**config.mk**
```make
export PLATFORM = sky130hd
export DESIGN_NAME = decodeExecuteTop
export DESIGN_NICKNAME = d
export VERILOG_FILES = /design/src/common/pipePkg.sv /design/src/execute/executeUnit.sv /design/src/source/controlDecoder.sv /design/src/source/decodeExecuteTop.sv /design/src/source/hazardUnit.sv /design/src/source/pipeStage.sv
export SDC_FILE = /design/constraint.sdc
export NUM_CORES = 1
export LEC_CHECK = 0
export BUFFER_PORTS_ARGS = -buffer_cell sky130_fd_sc_hd__buf_2
export CAP_MARGIN = 20
export CORE_UTILIZATION = 60
export DETAILED_ROUTE_END_ITERATION = 10
export GPL_TIMING_DRIVEN = 0
export PLACE_DENSITY = 0.93
export SLEW_MARGIN = 10
export SYNTH_ARGS = -nofsm -noshare
export SYNTH_HDL_FRONTEND = slang
export SYNTH_SLANG_ARGS = --single-unit
export TNS_END_PERCENT = 1
```
**constraint.sdc**
```tcl
create_clock -name clk -period 6.5 [get_ports clk]
set_clock_uncertainty 0.2 [all_clocks]
set_input_delay 0.325 -clock clk [delete_from_list [all_inputs] [get_ports clk]]
set_output_delay 0.325 -clock clk [all_outputs]
set_load 0.05 [all_outputs]
```
**src/common/pipePkg.sv**
```systemverilog
`default_nettype none

package pipePkg;

    localparam int XLEN       = 32;
    localparam int REG_ADDR_W = 5;
    localparam int FUNCT3_W   = 3;
    localparam int OPCODE_W   = 7;

    // Base opcodes plus the custom-0 slot
    localparam logic [OPCODE_W-1:0] OP      = 7'b0110011;
    localparam logic [OPCODE_W-1:0] OP_IMM  = 7'b0010011;
    localparam logic [OPCODE_W-1:0] LOAD    = 7'b0000011;
    localparam logic [OPCODE_W-1:0] STORE   = 7'b0100011;
    localparam logic [OPCODE_W-1:0] BRANCH  = 7'b1100011;
    localparam logic [OPCODE_W-1:0] JAL     = 7'b1101111;
    localparam logic [OPCODE_W-1:0] LUI     = 7'b0110111;
    localparam logic [OPCODE_W-1:0] CUSTOM0 = 7'b0001011;

    typedef enum logic [1:0] {
        pathAlu,
        pathLink,
        pathImm,
        pathThreshold
    } ExPath;

    typedef enum logic [2:0] {
        aluAdd,
        aluSub,
        aluAnd,
        aluOr,
        aluXor,
        aluSll,
        aluSrl,
        aluSlt
    } AluFunc;

    typedef struct packed {
        logic                regWeE;
        logic                regWeW;
        logic                opBSrc;
        logic                memWrite;
        logic                thresholdEnable;
        logic                msWe;
        logic                branch;
        logic                jump;
        ExPath               exPath;
        AluFunc              aluFunc;
        logic [FUNCT3_W-1:0] funct3;
    } ControlWord;

    // Bubble: nothing written, immediate operand, add
    localparam ControlWord ControlNop = '{
        regWeE:          1'b0,
        regWeW:          1'b0,
        opBSrc:          1'b1,
        memWrite:        1'b0,
        thresholdEnable: 1'b0,
        msWe:            1'b0,
        branch:          1'b0,
        jump:            1'b0,
        exPath:          pathAlu,
        aluFunc:         aluAdd,
        funct3:          '0
    };

    typedef struct packed {
        logic [XLEN-1:0]       pc;
        logic [XLEN-1:0]       rs1Data;
        logic [XLEN-1:0]       rs2Data;
        logic [XLEN-1:0]       imm;
        logic [REG_ADDR_W-1:0] rs1;
        logic [REG_ADDR_W-1:0] rs2;
        logic [REG_ADDR_W-1:0] rd;
    } OperandWord;

    localparam OperandWord OperandNop = '0;

    typedef struct packed {
        logic [XLEN-1:0]       result;
        logic [XLEN-1:0]       storeData;
        logic [REG_ADDR_W-1:0] rd;
        logic                  regWeE;
        logic                  regWeW;
        logic                  memWrite;
        logic                  thresholdEnable;
        logic                  msWe;
    } ExecuteResult;

endpackage

`default_nettype wire

```
**src/execute/executeUnit.sv**
```systemverilog
`default_nettype none

module executeUnit import pipePkg::*; (
    input  ControlWord      ctrlE,
    input  OperandWord      opsE,
    output ExecuteResult    res,
    output logic            branchTaken,
    output logic [XLEN-1:0] branchTarget
);

    logic [XLEN-1:0] opA;
    logic [XLEN-1:0] opB;
    logic [XLEN-1:0] aluOut;
    logic [XLEN-1:0] thresholdOut;
    logic [XLEN-1:0] linkAddr;
    logic [XLEN-1:0] resultMux;
    logic            branchCond;
    logic            eq;
    logic            ltSigned;
    logic            ltUnsigned;

    assign opA = opsE.rs1Data;
    assign opB = ctrlE.opBSrc ? opsE.imm : opsE.rs2Data;

    always_comb begin
        case (ctrlE.aluFunc)
            aluAdd:  aluOut = opA + opB;
            aluSub:  aluOut = opA - opB;
            aluAnd:  aluOut = opA & opB;
            aluOr:   aluOut = opA | opB;
            aluXor:  aluOut = opA ^ opB;
            aluSll:  aluOut = opA << opB[4:0];
            aluSrl:  aluOut = opA >> opB[4:0];
            default: aluOut = {{(XLEN-1){1'b0}}, $signed(opA) < $signed(opB)};
        endcase
    end

    // 1 when rs1 is above the threshold
    assign thresholdOut = {{(XLEN-1){1'b0}}, opA > opB};
    assign linkAddr     = opsE.pc + 32'd4;

    always_comb begin
        case (ctrlE.exPath)
            pathAlu:       resultMux = aluOut;
            pathLink:      resultMux = linkAddr;
            pathImm:       resultMux = opsE.imm;
            default:       resultMux = thresholdOut;
        endcase
    end

    // Branches compare the two register operands directly
    assign eq         = opsE.rs1Data == opsE.rs2Data;
    assign ltSigned   = $signed(opsE.rs1Data) < $signed(opsE.rs2Data);
    assign ltUnsigned = opsE.rs1Data < opsE.rs2Data;

    always_comb begin
        case (ctrlE.funct3)
            3'b000:  branchCond = eq;
            3'b001:  branchCond = !eq;
            3'b100:  branchCond = ltSigned;
            3'b101:  branchCond = !ltSigned;
            3'b110:  branchCond = ltUnsigned;
            3'b111:  branchCond = !ltUnsigned;
            default: branchCond = 1'b0;
        endcase
    end

    assign branchTaken  = ctrlE.jump || (ctrlE.branch && branchCond);
    assign branchTarget = opsE.pc + opsE.imm;

    assign res.result          = resultMux;
    assign res.storeData       = opsE.rs2Data;
    assign res.rd              = opsE.rd;
    assign res.regWeE          = ctrlE.regWeE;
    assign res.regWeW          = ctrlE.regWeW;
    assign res.memWrite        = ctrlE.memWrite;
    assign res.thresholdEnable = ctrlE.thresholdEnable;
    assign res.msWe            = ctrlE.msWe;

endmodule

`default_nettype wire

```
**src/source/controlDecoder.sv**
```systemverilog
`default_nettype none

module controlDecoder import pipePkg::*; (
    input  logic [XLEN-1:0] instr,
    output ControlWord      ctrl,
    output logic [XLEN-1:0] imm
);

    logic [OPCODE_W-1:0] opcode;
    logic [FUNCT3_W-1:0] funct3;
    logic                altBit;
    logic [XLEN-1:0]     immI;
    logic [XLEN-1:0]     immS;
    logic [XLEN-1:0]     immB;
    logic [XLEN-1:0]     immJ;
    logic [XLEN-1:0]     immU;

    assign opcode = instr[6:0];
    assign funct3 = instr[14:12];
    // funct7 bit 5 separates add from sub
    assign altBit = instr[30];

    assign immI = {{20{instr[31]}}, instr[31:20]};
    assign immS = {{20{instr[31]}}, instr[31:25], instr[11:7]};
    assign immB = {{19{instr[31]}}, instr[31], instr[7], instr[30:25], instr[11:8], 1'b0};
    assign immJ = {{11{instr[31]}}, instr[31], instr[19:12], instr[20], instr[30:21], 1'b0};
    assign immU = {instr[31:12], 12'b0};

    function automatic AluFunc aluFromFunct3(
        input logic [FUNCT3_W-1:0] f3,
        input logic                useSub
    );
        AluFunc func;
        case (f3)
            3'b000:  func = useSub ? aluSub : aluAdd;
            3'b001:  func = aluSll;
            3'b010:  func = aluSlt;
            3'b011:  func = aluSlt;
            3'b100:  func = aluXor;
            3'b101:  func = aluSrl;
            3'b110:  func = aluOr;
            default: func = aluAnd;
        endcase
        return func;
    endfunction

    always_comb begin
        ctrl = ControlNop;
        imm  = immI;
        case (opcode)
            OP: begin
                ctrl.regWeE  = 1'b1;
                ctrl.opBSrc  = 1'b0;
                ctrl.aluFunc = aluFromFunct3(funct3, altBit);
                ctrl.funct3  = funct3;
            end
            OP_IMM: begin
                // No subtract form for immediates
                ctrl.regWeE  = 1'b1;
                ctrl.aluFunc = aluFromFunct3(funct3, 1'b0);
                ctrl.funct3  = funct3;
            end
            LOAD: begin
                ctrl.regWeW = 1'b1;
                ctrl.funct3 = funct3;
            end
            STORE: begin
                ctrl.memWrite = 1'b1;
                ctrl.funct3   = funct3;
                imm           = immS;
            end
            BRANCH: begin
                ctrl.branch  = 1'b1;
                ctrl.opBSrc  = 1'b0;
                ctrl.aluFunc = aluSub;
                ctrl.funct3  = funct3;
                imm          = immB;
            end
            JAL: begin
                ctrl.regWeE = 1'b1;
                ctrl.jump   = 1'b1;
                ctrl.exPath = pathLink;
                imm         = immJ;
            end
            LUI: begin
                ctrl.regWeE = 1'b1;
                ctrl.exPath = pathImm;
                imm         = immU;
            end
            CUSTOM0: begin
                if (funct3 == 3'b000) begin
                    // Compare rs1 against the immediate threshold
                    ctrl.regWeE          = 1'b1;
                    ctrl.thresholdEnable = 1'b1;
                    ctrl.exPath          = pathThreshold;
                    ctrl.funct3          = funct3;
                end else if (funct3 == 3'b001) begin
                    // Status value is rs1 + imm, written by a later stage
                    ctrl.msWe   = 1'b1;
                    ctrl.funct3 = funct3;
                end
            end
            default: begin
                ctrl = ControlNop;
            end
        endcase
    end

endmodule

`default_nettype wire

```
**src/source/decodeExecuteTop.sv**
```systemverilog
`default_nettype none

module decodeExecuteTop import pipePkg::*; (
    input  logic            clk,
    input  logic            reset,
    input  logic [XLEN-1:0] instr,
    input  logic [XLEN-1:0] pc,
    input  logic [XLEN-1:0] rs1Data,
    input  logic [XLEN-1:0] rs2Data,
    input  logic            memStall,
    output ExecuteResult    res,
    output logic            branchTaken,
    output logic [XLEN-1:0] branchTarget,
    output logic            stallD,
    output logic            flushD
);

    ControlWord      ctrlD;
    ControlWord      ctrlE;
    OperandWord      opsD;
    OperandWord      opsE;
    logic [XLEN-1:0] immD;
    logic            stallE;
    logic            flushE;

    controlDecoder decoder (
        .instr (instr),
        .ctrl  (ctrlD),
        .imm   (immD)
    );

    assign opsD.pc      = pc;
    assign opsD.rs1Data = rs1Data;
    assign opsD.rs2Data = rs2Data;
    assign opsD.imm     = immD;
    assign opsD.rs1     = instr[19:15];
    assign opsD.rs2     = instr[24:20];
    assign opsD.rd      = instr[11:7];

    pipeStage #(.payloadT(ControlWord), .nopValue(ControlNop)) ctrlStage (
        .clk   (clk),
        .reset (reset),
        .stall (stallE),
        .flush (flushE),
        .d     (ctrlD),
        .q     (ctrlE)
    );

    pipeStage #(.payloadT(OperandWord), .nopValue(OperandNop)) opsStage (
        .clk   (clk),
        .reset (reset),
        .stall (stallE),
        .flush (flushE),
        .d     (opsD),
        .q     (opsE)
    );

    hazardUnit hazards (
        .rs1D        (opsD.rs1),
        .rs2D        (opsD.rs2),
        .rdE         (opsE.rd),
        .regWeWE     (ctrlE.regWeW),
        .branchTaken (branchTaken),
        .memStall    (memStall),
        .stallD      (stallD),
        .flushD      (flushD),
        .stallE      (stallE),
        .flushE      (flushE)
    );

    executeUnit execute (
        .ctrlE        (ctrlE),
        .opsE         (opsE),
        .res          (res),
        .branchTaken  (branchTaken),
        .branchTarget (branchTarget)
    );

endmodule

`default_nettype wire

```
**src/source/hazardUnit.sv**
```systemverilog
`default_nettype none

module hazardUnit import pipePkg::*; (
    input  logic [REG_ADDR_W-1:0] rs1D,
    input  logic [REG_ADDR_W-1:0] rs2D,
    input  logic [REG_ADDR_W-1:0] rdE,
    input  logic                  regWeWE,
    input  logic                  branchTaken,
    input  logic                  memStall,
    output logic                  stallD,
    output logic                  flushD,
    output logic                  stallE,
    output logic                  flushE
);

    logic loadUse;
    logic rdMatch;

    assign rdMatch = (rdE == rs1D) || (rdE == rs2D);

    // Load in E feeds the instruction waiting in D, x0 never conflicts
    assign loadUse = regWeWE && (rdE != '0) && rdMatch;

    assign stallE = memStall;
    assign stallD = memStall || loadUse;

    // Flushes wait for memory so a held instruction is not lost
    assign flushD = branchTaken && !memStall;
    assign flushE = (loadUse || branchTaken) && !memStall;

endmodule

`default_nettype wire

```
**src/source/pipeStage.sv**
```systemverilog
`default_nettype none

// One pipeline register for any packed payload
module pipeStage #(
    parameter type     payloadT = logic,
    parameter payloadT nopValue = '0
) (
    input  logic    clk,
    input  logic    reset,
    input  logic    stall,
    input  logic    flush,
    input  payloadT d,
    output payloadT q
);

    always_ff @(posedge clk or posedge reset) begin
        if (reset) begin
            q <= nopValue;
        end else if (flush) begin
            // Flush wins over stall
            q <= nopValue;
        end else if (!stall) begin
            q <= d;
        end
    end

endmodule

`default_nettype wire

```
==> flow_summary.ini, run 1 <==
[floorplanning]
die_x_um = 179
die_height_um = 179
ios = 240
rows = 64
start_util_pct = 61.0

[yosys]
syn-instance-count = 2434
yosysTopAreaCell = dfrtp_1
ys_ff_latch = 149
synthArstFlopShare_pct = 100
netlist_area_mm2 = 0.0187
synth-main-ff-cell = dfrtp_1
synthTopCellsByArea = dfrtp_1, ha_1, a22o_1
ys_warn_count = 0
yosysSeqAreaShare_pct = 19.9
yosys-top-cells-count = nand2_1, nor2_1, a21oi_1, ha_1, dfrtp_1
avgSynthCellArea_um2 = 7.69
synth_nets = 2746
synth_top_area_share_pct = 19.8
yosysMostFrequentCell = nand2_1
synth_cell_types = 105
synth_edf_count = 0

[cts]
cts-htree-levels = 4
clock-root-buffer = clkbuf_16
numClockSinks = 149
clockBufferDepth = 2
cts_buffers = 17

[place]
portBuffers = 237
hpwlAfterDp_um = 72400
place.gp.congestion = 1.27

[outcome]
firstError = [ERROR GRT-0116] Global routing finished with congestion. Check the congestion regions in the DRC Viewer.
stop_stage = global routing (5_1_grt)
status = aborted with a tool error

[grt]
grt_pass1_wl_um = 171000
grt_max_degree = 84
grt_pass1_vias = 25900
grt_use_total_pct = 73.5
gr-total-overflow = 3
logic make-up after synthesis:
family          count (synthesis)  share of synthesized area [%]
flops                         149                           19.9
xor+xnor                       89                           4.16
compound gates                859                           32.6
buf+inv                       346                           8.77
simple gates                  724                           17.4
fa+ha+maj                     181                           12.2
mux                            86                           4.93
timing repair:
action                     4_1_cts
gates resized for setup          5
hold endpoints to repair       172
hold buffers                   108
buffers inserted                 0
setup endpoints to repair       13
per-layer routing:
layer / overflow / GRT usage [%]
met5: 0 / 19.1
met4: 1 / 71.2
met1: 0 / 75.1
met3: 0 / 57.6
met2: 2 / 90.0
stage by stage:
stage | utilization [%] | instances | area (µm²) | worst slack, ns | hold slack, ns
after floorplan | - | 2434 | 18700 | 0.841 | 0.210
after global placement | 66.5 | 3067 | 20400 | -0.254 | 0.266
after detailed placement | 66.7 | 3071 | 20500 | -0.146 | 0.245
after CTS | 72.1 | 3210 | 22100 | 0.0206 | 0.00364
==> inputs of run 2 (changes only) <==
--- a/config.mk
+++ b/config.mk
@@ -7,10 +7,10 @@
 export LEC_CHECK = 0
 export BUFFER_PORTS_ARGS = -buffer_cell sky130_fd_sc_hd__buf_2
 export CAP_MARGIN = 20
-export CORE_UTILIZATION = 60
+export CORE_UTILIZATION = 40
 export DETAILED_ROUTE_END_ITERATION = 10
 export GPL_TIMING_DRIVEN = 0
-export PLACE_DENSITY = 0.93
+export PLACE_DENSITY_LB_ADDON = 0.15
 export SLEW_MARGIN = 10
 export SYNTH_ARGS = -nofsm -noshare
 export SYNTH_HDL_FRONTEND = slang
==> flow_summary.ini, run 2 <==
[timing]
finalSetupTns_ns = -0.0386
whs_ns = 0.0262
fin_crit_sh_pct = 101
worst_pin_slew_ns = 1.31
maxClockFrequency_ghz = 0.153
finalSetupViolations = 1
relSlewSlack_pct = 11.7
hold_viol = 0
fin_crit_ns = 6.54
final.setup.worst_slack_ns = -0.0386
maxSlewViolCount = 0
rsz0062_at_grt = yes

[yosys]
synthArstFlopShare_pct = 100
synth_compound_area_share_pct = 32.6
ys_warn_count = 0
synth_cell_types = 105
synth-xor-area-share_pct = 4.16
post_synth_fa_ha_maj_area_fraction_pct = 12.2
avgSynthCellArea_um2 = 7.69
yosys-top-cells-count = nand2_1, nor2_1, a21oi_1, ha_1, dfrtp_1
synth_top_area_share_pct = 19.8
netlist_area_mm2 = 0.0187
synth_simple_gate_area_share_pct = 17.4
ys_ff_latch = 149
yosysMostFrequentCell = nand2_1
synth_edf_count = 0
synth_top_family_by_area = compound AO/OA/AOI/OAI gates
yosysTopAreaCell = dfrtp_1
synthTopCellsByArea = dfrtp_1, ha_1, a22o_1
synth_nets = 2746
synth-main-ff-cell = dfrtp_1
muxShareOfSynthArea_pct = 4.93
yosysSeqAreaShare_pct = 19.9
syn-instance-count = 2434

[cts]
clk_latency_ns = 0.46
cts_tree = done
cts-htree-levels = 4
numClockSinks = 149
clock-root-buffer = clkbuf_16
cts_buffers = 17
clockBufferDepth = 2
cts.clk_slew.worst_paths_ns = 0.07

[grt]
grt_pass1_vias = 21100
grt_use_total_pct = 43.8
grt_antenna_before_repair = 2
met2_usage_pct = 67.7
grt_max_degree = 99
use_met3_pct = 8.46
busiest_layer = met2
gr-total-overflow = 0
use_met1_pct = 54.7
grt_pass1_wl_um = 149000

[pwr]
leakagePower_nw = 10.5
sw_frac_of_total_pct = 55.7
p_int_mw = 2.68
pwr-share-clk_pct = 16.0
powerDensity_mw_per_mm2 = 269
ir_drop_mv = 0.413
p_sw_mw = 3.37
comb_power_share_pct = 62.7
pwr-share-seq_pct = 21.3

[finish]
stdcell_count = 3419
top_register = opsStage.q
largest_reg_flops = 133
nets = 3116
utilization_pct = 49.1
final_cell_mix = nand2_1, buf_2, nor2_1, a21oi_1, ha_1
finalInstanceArea_mm2 = 0.0225
drive_gt1_share_pct = 16.2
top_regs = opsStage.q: 133 flops, ctrlStage.q: 16 flops
layout-area-overhead-vs-synth_pct = 20.1
layout_commonest_cell = nand2_1

[floorplanning]
die_x_um = 218
start_util_pct = 40.9
core_mm2 = 0.0458
ios = 240
rows = 78
die-area_mm2 = 0.0477
die_height_um = 218

[place]
place_area_mm2 = 0.0207
placed_cells = 3274
portBuffers = 237
hpwlAfterDp_um = 84400
place.gp.congestion = 1.08

[drt]
drtPass1Iterations = 9
drtAntennaViolNets = 0
vias = 22300
viasPerCell = 6.53
dr.first_iter.drc_count = 2798
wirelength_um = 106000
drcViolationCount = 0
wl_per_cell_um = 31.0

[setup_path]
slowest_stage = o211ai_1
worstSetupStartpointType = flop
crit_chain = buf_6 -> mux2i_4 -> inv_2 -> buf_2 -> clkbuf_4 -> buf_4 -> ha_1 -> inv_1 -> fa_1 -> or3b_1 -> a21oi_2 -> o211ai_1 -> nand3_1 -> a31oi_2 -> o21ai_2 -> a211oi_1 -> xor2_1 -> o211ai_1 -> a221o_1 -> buf_2
path_max_fanout = 11
cp-end-kind = primary output
crit_type = flop to primary output
critical-path-top-delay-family = compound AO/OA/AOI/OAI gates
cpPeakStageDelay_ns = 0.55
crit_buf_inv = 7
arrival_ns = 6.01
worstPathRequired_ns = 5.97

[outcome]
status = finished, violations left
violations = setup timing

[run]
maxCapViolations = 0

[worst_hold_path]
hold_class = input pin to flop
## run 2: area by class of cell
type                            instances  area [µm²]
Clock buffer                           18         429
Fill cell                            4560       23300
Tap cell                              600         751
Timing Repair Buffer                  356        2380
Buffer                                194        1080
Inverter                              147         559
Sequential cell                       149        3730
Clock inverter                         14         136
Multi-Input combinational cell       1939       13400
Antenna cell                            2        5.00
## run 2: metal layers
layer,vias up,share of wire (%)
li1,9675,-
met1,10800,38
met2,1525,43
met3,358,10
met4,2,8.4
met5,-,0.010
## run 2: metrics by stage
step / worst slack, ns / power [mW]
after floorplan: 0.841 / 3.65
after global placement: -0.378 / 4.86
after detailed placement: -0.320 / 4.87
after CTS: 0.00675 / 5.91
after global routing: -0.0419 / 6.24
final: -0.0386 / 6.06
## run 2: what timing repair did
item / 4_1_cts / 5_1_grt
setup endpoints to repair: 20 / 14
hold buffers: 111 / 0
resized for setup: 11 / 17
buffers inserted: 0 / 3
hold endpoints to repair: 163 / 0
pin swaps: 1 / 4
## run 2: worst paths after layout
check	from	to	slack, ns	depth (start not counted)
worst max-delay path	ctrlStage.q[13]	res[72]	-0.04	20
worst min-delay path	instr[16]	opsStage.q[31]	0.03	3
worst max register to register	opsStage.q[110]	opsStage.q[71]	1.62	12
worst min register to register	ctrlStage.q[15]	ctrlStage.q[15]	0.28	2
max in group asynchronous	reset	opsStage.q[131]	4.99	4
min in group asynchronous	reset	ctrlStage.q[14]	0.24	3
## run 2: kinds of logic (layout without fill, tap and decap cells)
| kind of cell | Yosys count | after routing |
|---|---|---|
| AO/OA/AOI/OAI | 859 | 859 |
| XOR/XNOR | 89 | 89 |
| adder cells (fa/ha/maj) | 181 | 181 |
| buffers and inverters | 346 | 729 |
| flip-flops | 149 | 149 |
| multiplexers | 86 | 86 |
| other | 0 | 2 |
| AND/OR/NAND/NOR | 724 | 724 |
## run 2: power groups by stage
stage / clock [mW] / sequential [mW] / combinational, mW
2_1_floorplan: 0 / 1.14 / 2.52
3_3_place_gp: 0 / 1.28 / 3.58
3_5_place_dp: 0 / 1.29 / 3.58
4_1_cts: 0.975 / 1.27 / 3.66
5_1_grt: 1.01 / 1.28 / 3.95
6_report: 0.969 / 1.29 / 3.80
## run 2: worst reg2reg max path: stages (launching register included)
cell,delay [ns]
dfrtp_1,0.76
ha_1,0.77
and3_1,0.24
nand4_1,0.39
or4_1,0.75
xnor2_1,0.17
nor2_1,0.14
nor3_1,0.06
and3_1,0.22
o31ai_2,0.34
buf_4,0.29
buf_4,0.29
a22o_1,0.19
No activity file was read; power rests on OpenSTA's default activity.
==> inputs of run 3 (changes only) <==
--- a/config.mk
+++ b/config.mk
@@ -10,6 +10,7 @@
 export CORE_UTILIZATION = 40
 export DETAILED_ROUTE_END_ITERATION = 10
 export GPL_TIMING_DRIVEN = 0
+export HOLD_SLACK_MARGIN = 0.06
 export PLACE_DENSITY_LB_ADDON = 0.15
 export SLEW_MARGIN = 10
 export SYNTH_ARGS = -nofsm -noshare
==> flow_summary.ini, run 3 (synthesized netlist as in run 2, its figures left out) <==
[outcome]
status = finished, violations left
violations = setup timing

[setup_path]
critical-path-top-delay-family = compound AO/OA/AOI/OAI gates
reg2reg_slack_ns = 1.32
worstPathRequired_ns = 5.97
arrival_ns = 6.09
crit_buf_inv = 7
cpPeakStageDelay_ns = 0.58
path_max_fanout = 11
worstSetupStartpointType = flop
cp-end-kind = primary output
slowest_stage = o211ai_1
crit_type = flop to primary output
crit_chain = buf_6 -> mux2i_4 -> inv_2 -> clkbuf_4 -> clkbuf_4 -> buf_4 -> ha_1 -> inv_1 -> fa_1 -> or3b_1 -> a21oi_2 -> o211ai_1 -> nand3_1 -> a31oi_4 -> o21ai_2 -> a211oi_1 -> xor2_1 -> o211ai_1 -> a221o_1 -> buf_2

[finish]
drive_gt1_share_pct = 16.1
largest_reg_flops = 133
top_regs = opsStage.q: 133 flops, ctrlStage.q: 16 flops
layout-area-overhead-vs-synth_pct = 20.9
top_register = opsStage.q
nets = 3128
utilization_pct = 49.4
fill_cells = 4535
final_cell_mix = nand2_1, buf_2, nor2_1, a21oi_1, ha_1
layout_commonest_cell = nand2_1

[floorplanning]
die_x_um = 218
core_mm2 = 0.0458
die-area_mm2 = 0.0477
ios = 240
die_height_um = 218
rows = 78
start_util_pct = 40.9

[drt]
drtPass1Iterations = 6
dr.first_iter.drc_count = 2867
viasPerCell = 6.49
drtAntennaViolNets = 0
vias = 22300
wl_per_cell_um = 30.9
drcViolationCount = 0
wirelength_um = 106000

[place]
place.gp.congestion = 1.08
portBuffers = 237
hpwlAfterDp_um = 84400

[grt]
grt_use_total_pct = 43.9
grt_antenna_before_repair = 2
grt_pass1_wl_um = 150000
grt_max_degree = 99
grt_pass1_vias = 21200
gr-total-overflow = 0

[timing]
fin_crit_sh_pct = 102
finalSetupViolations = 1
relSlewSlack_pct = 13.3
hold_viol = 0
fin_crit_ns = 6.62
rsz0062_at_grt = yes
finalSetupTns_ns = -0.118
worst_pin_slew_ns = 1.29
maxSlewViolCount = 0
maxClockFrequency_ghz = 0.151
final.setup.worst_slack_ns = -0.118

[pwr]
ir_drop_mv = 0.414
total_power_mw = 6.07
powerDensity_mw_per_mm2 = 268
leakagePower_nw = 10.5

[cts]
cts_tree = done
clk_latency_ns = 0.46
cts-htree-levels = 4
cts_buffers = 17
clockBufferDepth = 2
cts.clk_slew.worst_paths_ns = 0.07
cts_setup_buffers = 0
numClockSinks = 149
clock-root-buffer = clkbuf_16

[run]
maxCapViolations = 0

[worst_hold_path]
hold_class = input pin to flop
==> run 3: cell types whose count changed in the layout (fill, tap and decap cells not counted), sizes merged <==
cell | before | now
dlygate4sd3 | 111 | 124
buf | 360 | 357
clkbuf | 97 | 99
diode | 2 | 1
==> run 3: where the power goes <==
group,internal (mW),switching (mW)
Clock,0.507,0.463
Sequential,1.01,0.276
Combinational,1.17,2.64
==> run 3: routing by layer <==
layer  global-route usage (%)  wire (µm)  part of all wire [%]  vias up
met2                     68.0      45900                    43     1472
met1                     54.6      40800                    39    10800
met5                        0          9                0.0085        -
met4                     30.7       8840                   8.3        2
met3                     8.70      10500                   9.9      351
li1                         -          -                     -     9678
==> run 3: layout make-up <==
class | instances | area [µm²] | area share (%)
timing repair buffer | 366 | 2490 | 11.0
tap | 600 | 751 | 3.32
inverter | 147 | 559 | 2.47
clock inverter | 14 | 136 | 0.603
sequential | 149 | 3730 | 16.5
antenna | 1 | 2.50 | 0.0111
clock buffer | 18 | 429 | 1.90
buffer | 196 | 1090 | 4.84
multi-input combinational | 1939 | 13400 | 59.4
==> run 3: worst paths after layout <==
check | start | to | cells after the start
worst max-delay path | ctrlStage.q[13] | res[72] | 20
worst min-delay path | instr[2] | ctrlStage.q[10] | 4
worst max register to register | opsStage.q[110] | ctrlStage.q[13] | 12
worst min register to register | ctrlStage.q[15] | ctrlStage.q[15] | 2
max in group asynchronous | reset | opsStage.q[73] | 4
min in group asynchronous | reset | ctrlStage.q[14] | 3
==> run 3: timing repair <==
action / 4_1_cts / 5_1_grt
endpoints found under the hold margin: 183 / 0
resized for setup: 11 / 18
setup endpoints to repair: 20 / 14
pin swaps: 1 / 2
hold buffers: 124 / 0
==> run 3: worst min-delay path: cells and delay by family <==
family | cells | cell delay (ns)
AOI/OAI and AO/OA | 1 | 0.08
and+or+nand+nor | 2 | 0.16
buffers and inverters | 1 | 0.13
==> run 3: metrics by stage <==
stage,setup slack [ns],hold slack (ns),cells,instance area (µm²)
2_1_floorplan,0.841,0.210,2434,18700
5_1_grt,-0.144,0.102,3430,22600
3_3_place_gp,-0.378,0.261,3271,20700
6_report,-0.118,0.0898,3430,22600
4_1_cts,0.00675,0.0684,3427,22600
3_5_place_dp,-0.320,0.167,3274,20700
